<file path="src/hw/video_consts.svh">
// Scaled raster values; V_TOTAL must be even and FETCH_TILES*8 must not exceed LBUF_LEN
`ifndef VIDEO_CONSTS_SVH
`define VIDEO_CONSTS_SVH

// Horizontal geometry in pixels
`define H_TOTAL        96
`define H_VISIBLE      64
`define H_SYNC_START   72
`define H_SYNC_END     80

// Vertical geometry in lines
`define V_TOTAL        40
`define V_VISIBLE      32
`define V_SYNC_START   34
`define V_SYNC_END     36

// Tile map size in tiles
`define MAP_COLS       16
`define MAP_ROWS       8

// Visible tiles plus one for fine scroll
`define FETCH_TILES    9

// One line buffer bank, in pixels
`define LBUF_LEN       72

// CPU addresses above the map area
`define SCROLL_X_ADDR  128
`define SCROLL_Y_ADDR  129

`endif
</file>
<file path="src/hw/video_gfx_pkg.sv">
// Graphics ROM rows are 8 pixels of 4 bits with pixel 0 in the lowest nibble
package video_gfx_pkg;

    // Colour index out of the tile layer
    typedef logic [3:0] pixel_t;

    // Tile code held in the map RAM
    typedef logic [7:0] tile_code_t;

    // Tile code times 8 plus the pixel row
    typedef logic [10:0] rom_addr_t;

    // One tile row from the graphics ROM
    typedef logic [31:0] rom_row_t;

    // CPU write port, one cycle per write
    typedef struct packed {
        logic [7:0] addr;
        logic [7:0] data;
        logic       we;
    } cpu_bus_t;

    // 12-bit palette colour
    typedef struct packed {
        logic [3:0] r;
        logic [3:0] g;
        logic [3:0] b;
    } rgb_t;

    // Palette entry, bank bit on top of the pixel
    typedef logic [4:0] pal_addr_t;

    // Tile row fetch engine
    typedef enum logic [2:0] {
        IDLE,
        READ_MAP,
        REQ,
        WAIT,
        WRITE
    } fetch_state_t;

endpackage

</file>
<file path="src/hw/video_timing_pkg.sv">
// Counter widths fit the scaled raster only, so H_TOTAL stays at or below 128 and V_TOTAL at or below 64
package video_timing_pkg;

    // Pixel column within a line
    typedef logic [6:0] hcount_t;

    // Line number within a frame
    typedef logic [5:0] vcount_t;

    // Registered raster position and decoded flags
    // lhbl and lvbl are high in the active region
    typedef struct packed {
        hcount_t h;
        vcount_t v;
        logic    lhbl;
        logic    lvbl;
        logic    hs;
        logic    vs;
        // High for the whole of pixel 0
        logic    line_start;
    } raster_t;

endpackage

</file>
<file path="src/hw/video_top.sv">
// Single clock design, all stages advance on pxl_cen; ROM answers must come within 8 clk of acceptance
`timescale 1ns/1ps

module video_top (
    input  logic                       clk,
    input  logic                       arst_n,
    input  logic                       pxl_cen,
    // CPU write port
    input  video_gfx_pkg::cpu_bus_t    cpu,
    // Palette download
    input  video_gfx_pkg::pal_addr_t   prog_addr,
    input  video_gfx_pkg::rgb_t        prog_data,
    input  logic                       prog_en,
    input  logic                       pal_sel,
    // Graphics ROM
    output logic                       rom_valid,
    output video_gfx_pkg::rom_addr_t   rom_addr,
    input  logic                       rom_ready,
    input  video_gfx_pkg::rom_row_t    rom_data,
    input  logic                       rom_ok,
    // Video out
    output logic                       hs,
    output logic                       vs,
    output logic                       lhbl_dly,
    output logic                       lvbl_dly,
    output video_gfx_pkg::rgb_t        rgb
);

    video_timing_pkg::raster_t raster;
    video_gfx_pkg::pixel_t     pxl;

    video_timer video_timer_i (
        .clk     ( clk     ),
        .arst_n  ( arst_n  ),
        .pxl_cen ( pxl_cen ),
        .raster  ( raster  )
    );

    tile_layer tile_layer_i (
        .clk       ( clk       ),
        .arst_n    ( arst_n    ),
        .pxl_cen   ( pxl_cen   ),
        .cpu       ( cpu       ),
        .raster    ( raster    ),
        .rom_valid ( rom_valid ),
        .rom_addr  ( rom_addr  ),
        .rom_ready ( rom_ready ),
        .rom_data  ( rom_data  ),
        .rom_ok    ( rom_ok    ),
        .pxl       ( pxl       )
    );

    color_mix color_mix_i (
        .clk       ( clk       ),
        .arst_n    ( arst_n    ),
        .pxl_cen   ( pxl_cen   ),
        .raster    ( raster    ),
        .pxl       ( pxl       ),
        .pal_sel   ( pal_sel   ),
        .prog_addr ( prog_addr ),
        .prog_data ( prog_data ),
        .prog_en   ( prog_en   ),
        .rgb       ( rgb       ),
        .hs        ( hs        ),
        .vs        ( vs        ),
        .lhbl_dly  ( lhbl_dly  ),
        .lvbl_dly  ( lvbl_dly  )
    );

endmodule

</file>
<file path="src/hw/color_mix.sv">
// Palette has no reset and must be loaded before use; outputs trail the timer raster by two pxl_cen
`timescale 1ns/1ps

module color_mix (
    input  logic                       clk,
    input  logic                       arst_n,
    input  logic                       pxl_cen,
    input  video_timing_pkg::raster_t  raster,
    input  video_gfx_pkg::pixel_t      pxl,
    input  logic                       pal_sel,
    input  video_gfx_pkg::pal_addr_t   prog_addr,
    input  video_gfx_pkg::rgb_t        prog_data,
    input  logic                       prog_en,
    output video_gfx_pkg::rgb_t        rgb,
    output logic                       hs,
    output logic                       vs,
    output logic                       lhbl_dly,
    output logic                       lvbl_dly
);

    localparam int PAL_SIZE = 1 << $bits(video_gfx_pkg::pal_addr_t);

    video_gfx_pkg::rgb_t      pal_mem [0:PAL_SIZE-1];
    video_gfx_pkg::pal_addr_t pal_addr;

    // Flags of the pixel now held in pxl
    logic lhbl_d;
    logic lvbl_d;
    logic hs_d;
    logic vs_d;

    assign pal_addr = {pal_sel, pxl};

    // Download port
    always_ff @(posedge clk) begin
        if (prog_en) begin
            pal_mem[prog_addr] <= prog_data;
        end
    end

    always_ff @(posedge clk or negedge arst_n) begin
        if (!arst_n) begin
            lhbl_d   <= 1'b0;
            lvbl_d   <= 1'b0;
            hs_d     <= 1'b0;
            vs_d     <= 1'b0;
            lhbl_dly <= 1'b0;
            lvbl_dly <= 1'b0;
            hs       <= 1'b0;
            vs       <= 1'b0;
            rgb      <= '0;
        end else if (pxl_cen) begin
            lhbl_d   <= raster.lhbl;
            lvbl_d   <= raster.lvbl;
            hs_d     <= raster.hs;
            vs_d     <= raster.vs;
            lhbl_dly <= lhbl_d;
            lvbl_dly <= lvbl_d;
            hs       <= hs_d;
            vs       <= vs_d;
            // Black outside the active area
            if (lhbl_d && lvbl_d) begin
                rgb <= pal_mem[pal_addr];
            end else begin
                rgb <= '0;
            end
        end
    end

endmodule

</file>
<file path="src/hw/tile_layer.sv">
// Fetch must end before the next line_start (ROM answers within 8 clk); bank choice relies on an even V_TOTAL
`timescale 1ns/1ps
`include "video_consts.svh"

module tile_layer (
    input  logic                        clk,
    input  logic                        arst_n,
    input  logic                        pxl_cen,
    input  video_gfx_pkg::cpu_bus_t     cpu,
    input  video_timing_pkg::raster_t   raster,
    output logic                        rom_valid,
    output video_gfx_pkg::rom_addr_t    rom_addr,
    input  logic                        rom_ready,
    input  video_gfx_pkg::rom_row_t     rom_data,
    input  logic                        rom_ok,
    output video_gfx_pkg::pixel_t       pxl
);

    video_gfx_pkg::tile_code_t   map_mem [0:`MAP_COLS*`MAP_ROWS-1];
    video_gfx_pkg::pixel_t       lbuf    [0:1][0:`LBUF_LEN-1];

    video_timing_pkg::hcount_t   scroll_x;
    video_timing_pkg::vcount_t   scroll_y;
    video_timing_pkg::hcount_t   sx;
    video_timing_pkg::vcount_t   sy;

    video_gfx_pkg::fetch_state_t state;
    logic [3:0]                  tile_idx;
    video_timing_pkg::vcount_t   fetch_v;
    logic                        wr_bank;
    video_gfx_pkg::rom_row_t     row_q;

    logic                        fetch_go;
    video_timing_pkg::vcount_t   ry;
    logic [3:0]                  map_col;
    logic [6:0]                  map_idx;
    video_timing_pkg::hcount_t   rd_idx;

    assign fetch_go = pxl_cen && raster.line_start;
    // Map row and column for the tile being fetched, wrapping in both directions
    assign ry       = fetch_v + sy;
    assign map_col  = sx[6:3] + tile_idx;
    assign map_idx  = {ry[5:3], map_col};
    // Fine scroll shifts the read point into the extra tile
    assign rd_idx   = raster.h + video_timing_pkg::hcount_t'(sx[2:0]);

    always_ff @(posedge clk) begin
        if (cpu.we && !cpu.addr[7]) begin
            map_mem[cpu.addr[6:0]] <= cpu.data;
        end
    end

    // CPU scroll registers and the copies used for a whole frame
    always_ff @(posedge clk or negedge arst_n) begin
        if (!arst_n) begin
            scroll_x <= '0;
            scroll_y <= '0;
            sx       <= '0;
            sy       <= '0;
        end else begin
            if (cpu.we && cpu.addr == 8'(`SCROLL_X_ADDR)) begin
                scroll_x <= cpu.data[6:0];
            end
            if (cpu.we && cpu.addr == 8'(`SCROLL_Y_ADDR)) begin
                scroll_y <= cpu.data[5:0];
            end
            if (fetch_go && raster.v == video_timing_pkg::vcount_t'(`V_TOTAL - 1)) begin
                sx <= scroll_x;
                sy <= scroll_y;
            end
        end
    end

    always_ff @(posedge clk or negedge arst_n) begin
        if (!arst_n) begin
            state     <= video_gfx_pkg::IDLE;
            tile_idx  <= '0;
            fetch_v   <= '0;
            wr_bank   <= 1'b0;
            rom_valid <= 1'b0;
            rom_addr  <= '0;
        end else begin
            case (state)
                video_gfx_pkg::IDLE: begin
                    if (fetch_go) begin
                        tile_idx <= '0;
                        // Next line goes to the bank not shown now
                        wr_bank  <= ~raster.v[0];
                        if (raster.v == video_timing_pkg::vcount_t'(`V_TOTAL - 1)) begin
                            fetch_v <= '0;
                        end else begin
                            fetch_v <= raster.v + 6'd1;
                        end
                        state <= video_gfx_pkg::READ_MAP;
                    end
                end
                video_gfx_pkg::READ_MAP: begin
                    rom_addr  <= {map_mem[map_idx], ry[2:0]};
                    rom_valid <= 1'b1;
                    state     <= video_gfx_pkg::REQ;
                end
                video_gfx_pkg::REQ: begin
                    if (rom_ready) begin
                        rom_valid <= 1'b0;
                        state     <= video_gfx_pkg::WAIT;
                    end
                end
                video_gfx_pkg::WAIT: begin
                    if (rom_ok) begin
                        state <= video_gfx_pkg::WRITE;
                    end
                end
                video_gfx_pkg::WRITE: begin
                    if (tile_idx == 4'(`FETCH_TILES - 1)) begin
                        state <= video_gfx_pkg::IDLE;
                    end else begin
                        tile_idx <= tile_idx + 4'd1;
                        state    <= video_gfx_pkg::READ_MAP;
                    end
                end
                default: state <= video_gfx_pkg::IDLE;
            endcase
        end
    end

    // ROM row capture and the eight nibbles of one tile per write
    always_ff @(posedge clk) begin
        if (state == video_gfx_pkg::WAIT && rom_ok) begin
            row_q <= rom_data;
        end
        if (state == video_gfx_pkg::WRITE) begin
            for (int k = 0; k < 8; k++) begin
                lbuf[wr_bank][{tile_idx, 3'(k)}] <= row_q[4*k +: 4];
            end
        end
    end

    // Bank on display follows the line parity
    always_ff @(posedge clk or negedge arst_n) begin
        if (!arst_n) begin
            pxl <= '0;
        end else if (pxl_cen) begin
            if (rd_idx < video_timing_pkg::hcount_t'(`LBUF_LEN)) begin
                pxl <= lbuf[raster.v[0]][rd_idx];
            end else begin
                pxl <= '0;
            end
        end
    end

    a_rom_hold: assert property (
        @(posedge clk) disable iff (!arst_n)
        rom_valid && !rom_ready |=> rom_valid && $stable(rom_addr)
    ) else $error("ROM request dropped or changed under back-pressure");

    a_rom_ok_idle: assert property (
        @(posedge clk) disable iff (!arst_n)
        rom_ok |-> state != video_gfx_pkg::IDLE
    ) else $error("ROM answer with no request outstanding");

    // Unfinished fetch leaves stale pixels in the next line
    a_fetch_done: assert property (
        @(posedge clk) disable iff (!arst_n)
        fetch_go |-> state == video_gfx_pkg::IDLE
    ) else $error("line fetch still running at line start");

endmodule

</file>
<file path="src/hw/video_timer.sv">
// Raster is registered and changes only on pxl_cen; after reset the counters sit on the last pixel of the frame
`timescale 1ns/1ps
`include "video_consts.svh"

module video_timer (
    input  logic                       clk,
    input  logic                       arst_n,
    input  logic                       pxl_cen,
    output video_timing_pkg::raster_t  raster
);

    video_timing_pkg::hcount_t h_nxt;
    video_timing_pkg::vcount_t v_nxt;

    // Next raster position with wrap at the end of line and frame
    always_comb begin
        h_nxt = raster.h + 7'd1;
        v_nxt = raster.v;
        if (raster.h == video_timing_pkg::hcount_t'(`H_TOTAL - 1)) begin
            h_nxt = '0;
            if (raster.v == video_timing_pkg::vcount_t'(`V_TOTAL - 1)) begin
                v_nxt = '0;
            end else begin
                v_nxt = raster.v + 6'd1;
            end
        end
    end

    // Flags are decoded from the next position so they line up with h and v
    always_ff @(posedge clk or negedge arst_n) begin
        if (!arst_n) begin
            raster.h          <= video_timing_pkg::hcount_t'(`H_TOTAL - 1);
            raster.v          <= video_timing_pkg::vcount_t'(`V_TOTAL - 1);
            raster.lhbl       <= 1'b0;
            raster.lvbl       <= 1'b0;
            raster.hs         <= 1'b0;
            raster.vs         <= 1'b0;
            raster.line_start <= 1'b0;
        end else if (pxl_cen) begin
            raster.h    <= h_nxt;
            raster.v    <= v_nxt;
            raster.lhbl <= h_nxt < video_timing_pkg::hcount_t'(`H_VISIBLE);
            raster.lvbl <= v_nxt < video_timing_pkg::vcount_t'(`V_VISIBLE);
            raster.hs   <= (h_nxt >= video_timing_pkg::hcount_t'(`H_SYNC_START)) &&
                           (h_nxt <  video_timing_pkg::hcount_t'(`H_SYNC_END));
            raster.vs   <= (v_nxt >= video_timing_pkg::vcount_t'(`V_SYNC_START)) &&
                           (v_nxt <  video_timing_pkg::vcount_t'(`V_SYNC_END));
            raster.line_start <= h_nxt == '0;
        end
    end

    // Column never leaves the line
    a_h_range: assert property (
        @(posedge clk) disable iff (!arst_n)
        raster.h < video_timing_pkg::hcount_t'(`H_TOTAL)
    ) else $error("horizontal counter out of range");

endmodule

</file>
<file path="config.mk">
export PLATFORM = sky130hd
export DESIGN_NAME = video_top
export DESIGN_NICKNAME = d
export VERILOG_FILES = /design/src/hw/video_gfx_pkg.sv /design/src/hw/video_timing_pkg.sv /design/src/hw/video_top.sv /design/src/hw/color_mix.sv /design/src/hw/tile_layer.sv /design/src/hw/video_timer.sv
export VERILOG_INCLUDE_DIRS = /design/src /design/src/hw
export SDC_FILE = /design/constraint.sdc
export NUM_CORES = 2
export LEC_CHECK = 0
export ABC_AREA = 0
export BUFFER_PORTS_ARGS = -buffer_cell sky130_fd_sc_hd__buf_2
export CORE_UTILIZATION = 51
export DETAILED_ROUTE_END_ITERATION = 16
export PLACE_DENSITY_LB_ADDON = 0.08
export SLEW_MARGIN = 30
export SYNTH_ARGS = -nofsm -noshare
export SYNTH_HDL_FRONTEND = slang
export SYNTH_SLANG_ARGS = --single-unit
</file>
<file path="constraint.sdc">
create_clock -name clk -period 5 [get_ports clk]
set_input_delay 0 -clock clk [delete_from_list [all_inputs] [get_ports clk]]
set_output_delay 0 -clock clk [all_outputs]
set_load 0.05 [all_outputs]
</file>
==> run metrics <==
CP max-delay cell fa_4; failing checks DRC; clk_lat worst skew 0.85 ns; Final Hold Viols 0; nets@finish 4730; Syn Nets 4467; Die Area 168000 um^2; Root Driver clkbuf_16; core box area 165000 um^2; unrepaired setup endpoints after global routing no; Post-synth EDFFs 2016; DP Wirelength 122 mm; Iteration-0 DRC Markers 4167; fin area 96300 um^2; vias 42600; final core utilization 58.4%; max cap viols 0; Vias/cell 6.08; ys async rst share under 10%; Worst Hold Depth 4; I/O Pins 101; multi-input logic area 20700 um^2; Cell Area, Synth 84800 um^2; sequential fraction of the synthesis area about three quarters; Inst Count DP 6500; minimum clock period 4.13 ns; CTS max path bufs 3; R2R Path Start tile_layer_i.tile_idx[0]; CTS H-tree depth 4; Initial DRT Pass Iterations 11; max-slew violations 0; post-synth top area share roughly 70%; flop-to-flop setup slack around 0.87 ns; Crit Path Category reg -> reg; final count of negative-setup-slack endpoints 0; Avg Cell Area, Syn around 19 um^2; FMAX 242 MHz; clock sinks around 2100; largest net degree at the start of global routing roughly 100; clock skew 0.0228 ns; FF+latch area between 60000 and 70000 um^2; Die X-Extent 410 um; DR WL/cell 29.4 um; cells after synthesis 4374; slack of the critical path 0.870 ns; TritonCTS clock tree done; initial antenna violation count 7; VDD IR max 416 uV; chip height 410 um; Post-Route Setup TNS 0 ns; Finished Layout Cells about 7000; CTS buffer count 215; CP required 5.74 ns; post-synth cell types 70; PortBufs 100; LEAKAGE 32.1 nW; critical path startpoint category flip-flop; biggest cell delay along the critical path 1.04 ns; Critical Path AT between 4 and 5 ns; CP Max Fanout 47; CP endpoint kind flip-flop; Crit. Startpoint tile_layer_i.tile_idx[0]; Slew HR 32.2%; GRT overflow 0; crit-path cells ha_4 > fa_4 > buf_4 > buf_12 > mux4_2 > nand2_1 > and3_1 > a31oi_1 > o22ai_1 > nor4_1; FF+latch count, synth 2110; Main synth FF type edfxtp_1; post-detailed-route count of antenna-violating nets 0; number of filler cells placed in the layout 12300; Ys Warns 0; gr usage total 24.9%; Initial Util 51.4%; commonest non-fill, non-tap cell in the layout edfxtp_1; most frequent cells in the layout 2016 x edfxtp_1, 513 x mux4_2, 298 x nand2_1; post-CTS resize count 0; reg2reg end tile_layer_i.rom_addr[3]; Hold Crit Class in -> reg; Worst Max-Slew Pin Slew 1.02 ns; Total Wirelength approximately 210 mm; clock transition at the registers of the reported paths ~0.06 ns; r2r worst-path depth 10; gp weighted congestion approximately 0.82; dpl ws 0.823 ns; largest area contributor in the netlist edfxtp_1; Area contributors post-synth edfxtp_1 71%, mux4_2 14%, dfrtp_1 2.5%; period utilization 82.6%; min-delay src cpu[14]; post-detailed-route DRC marker count 28; number of global-route vias before repair 44200; instance area after placement 88200 um^2; # rows 149; WHS Endpoint tile_layer_i.map_mem[40][6]; Area Growth Syn to Fin 13.6%; share of layout cells above drive strength 1 25.0%; power per cell area around 500 nW/um^2; status finished, violations left; first-pass GRT wire length approximately 300 mm
-- Yosys cell counts, types with 8 or more instances --
cell type	count
nand4_1	17
o2bb2ai_1	16
a21oi_1	22
nor2b_1	48
o21ai_0	57
buf_1	61
mux2i_1	75
nor3_1	31
nand2_1	299
nand2b_1	11
xor2_1	12
dfstp_2	10
dfrtp_1	84
ha_1	17
nor2_1	210
a22oi_1	11
mux4_2	513
mux2_2	47
o22ai_1	23
a211oi_1	11
buf_2	69
a221oi_1	8
nand3b_1	8
clkbuf_1	143
xnor2_1	12
nand3_1	49
edfxtp_1	2016
inv_1	10
a21o_1	259
and3_1	53
buf_4	21
a31oi_1	51
-- report_power, final --
group	internal [W]	total (W)	leakage [nW]	switching, W
combinational	0.00507	0.0115	9.34	0.00640
sequential	0.0197	0.0205	19.3	0.000730
clock	0.00910	0.0159	3.43	0.00682
total	0.0339	0.0479	32.1	0.0139
-- logic make-up (layout without fill, tap and decap cells) --
| group | after synthesis | count (layout) | share of synthesized area (%) |
|---|---|---|---|
| multiplexers | 637 | 637 | 15.2 |
| adder cells (fa/ha/maj) | 20 | 20 | 0.322 |
| XOR/XNOR | 24 | 24 | 0.248 |
| flip-flops | 2110 | 2110 | 74.2 |
| AND/OR/NAND/NOR | 760 | 760 | 4.06 |
| other | 0 | 4 | 0 |
| buffers and inverters | 319 | 762 | 1.74 |
| AO/OA/AOI/OAI | 504 | 504 | 4.23 |
-- worst max-delay path: cells and delay by family (launching register included) --
kind	cells	cell delay, ns
buffers and inverters	2	0.65
adders and majority gates	2	1.25
AOI/OAI and AO/OA	2	0.73
and+or+nand+nor	3	0.61
DFF	1	0.47
muxes	1	0.27
-- per-stage QoR --
| step | hold WS (ns) | total power [W] |
|---|---|---|
| 6_report | 0.0578 | 0.0479 |
| 5_1_grt | 0.0757 | 0.0496 |
| 4_1_cts | 0.00890 | 0.0483 |
| 3_5_place_dp | 0.119 | 0.0324 |
| 3_3_place_gp | 0.118 | 0.0323 |
| 2_1_floorplan | -0.296 | 0.0284 |
-- how the worst max path moves through the flow --
stage                                           to
after floorplan            tile_layer_i.lbuf[0][0]
after global placement    tile_layer_i.rom_addr[3]
after detailed placement  tile_layer_i.rom_addr[3]
after CTS                 tile_layer_i.rom_addr[3]
after global routing      tile_layer_i.rom_addr[6]
final                     tile_layer_i.rom_addr[3]
-- cell type report --
class	count	share of cell area (%)
clock inverters	154	1.50
flip-flops and latches	2110	65.3
multi-input cells	1945	21.5
inverters	13	0.0507
diodes	4	0.0104
well taps	2189	2.84
repair buffers	352	3.09
clock buffers	243	5.73
-- repair_timing --
action,CTS,global route
hold buffers,109,0
setup endpoints to repair,0,0
hold endpoints to repair,1590,0
setup buffers,0,0
-- state kept, by name, indices dropped and copies added (netlist names), 6 cells and up --
name / cells
tile_layer_i.map_mem: 1024
video_timer_i.raster: 18
tile_layer_i.sy: 6
tile_layer_i.rom_addr: 11
tile_layer_i.row_q: 32
tile_layer_i.scroll_x: 7
color_mix_i.pal_mem: 384
tile_layer_i.scroll_y: 6
color_mix_i.rgb: 12
tile_layer_i.fetch_v: 6
tile_layer_i.lbuf: 576
tile_layer_i.sx: 7
-- per-layer routing --
layer  up-vias  GRT usage, %  routed length (um)  share of wire, %
met1     22500          34.1               84500                41
met4         0          8.19                6440               3.1
met3       343          4.42               12900               6.3
met2      1429          40.8              102000                50
li1      18300             -                   -                 -
met5         -             0                   0                 0
Note: power is estimated with default switching activity, not from simulation.
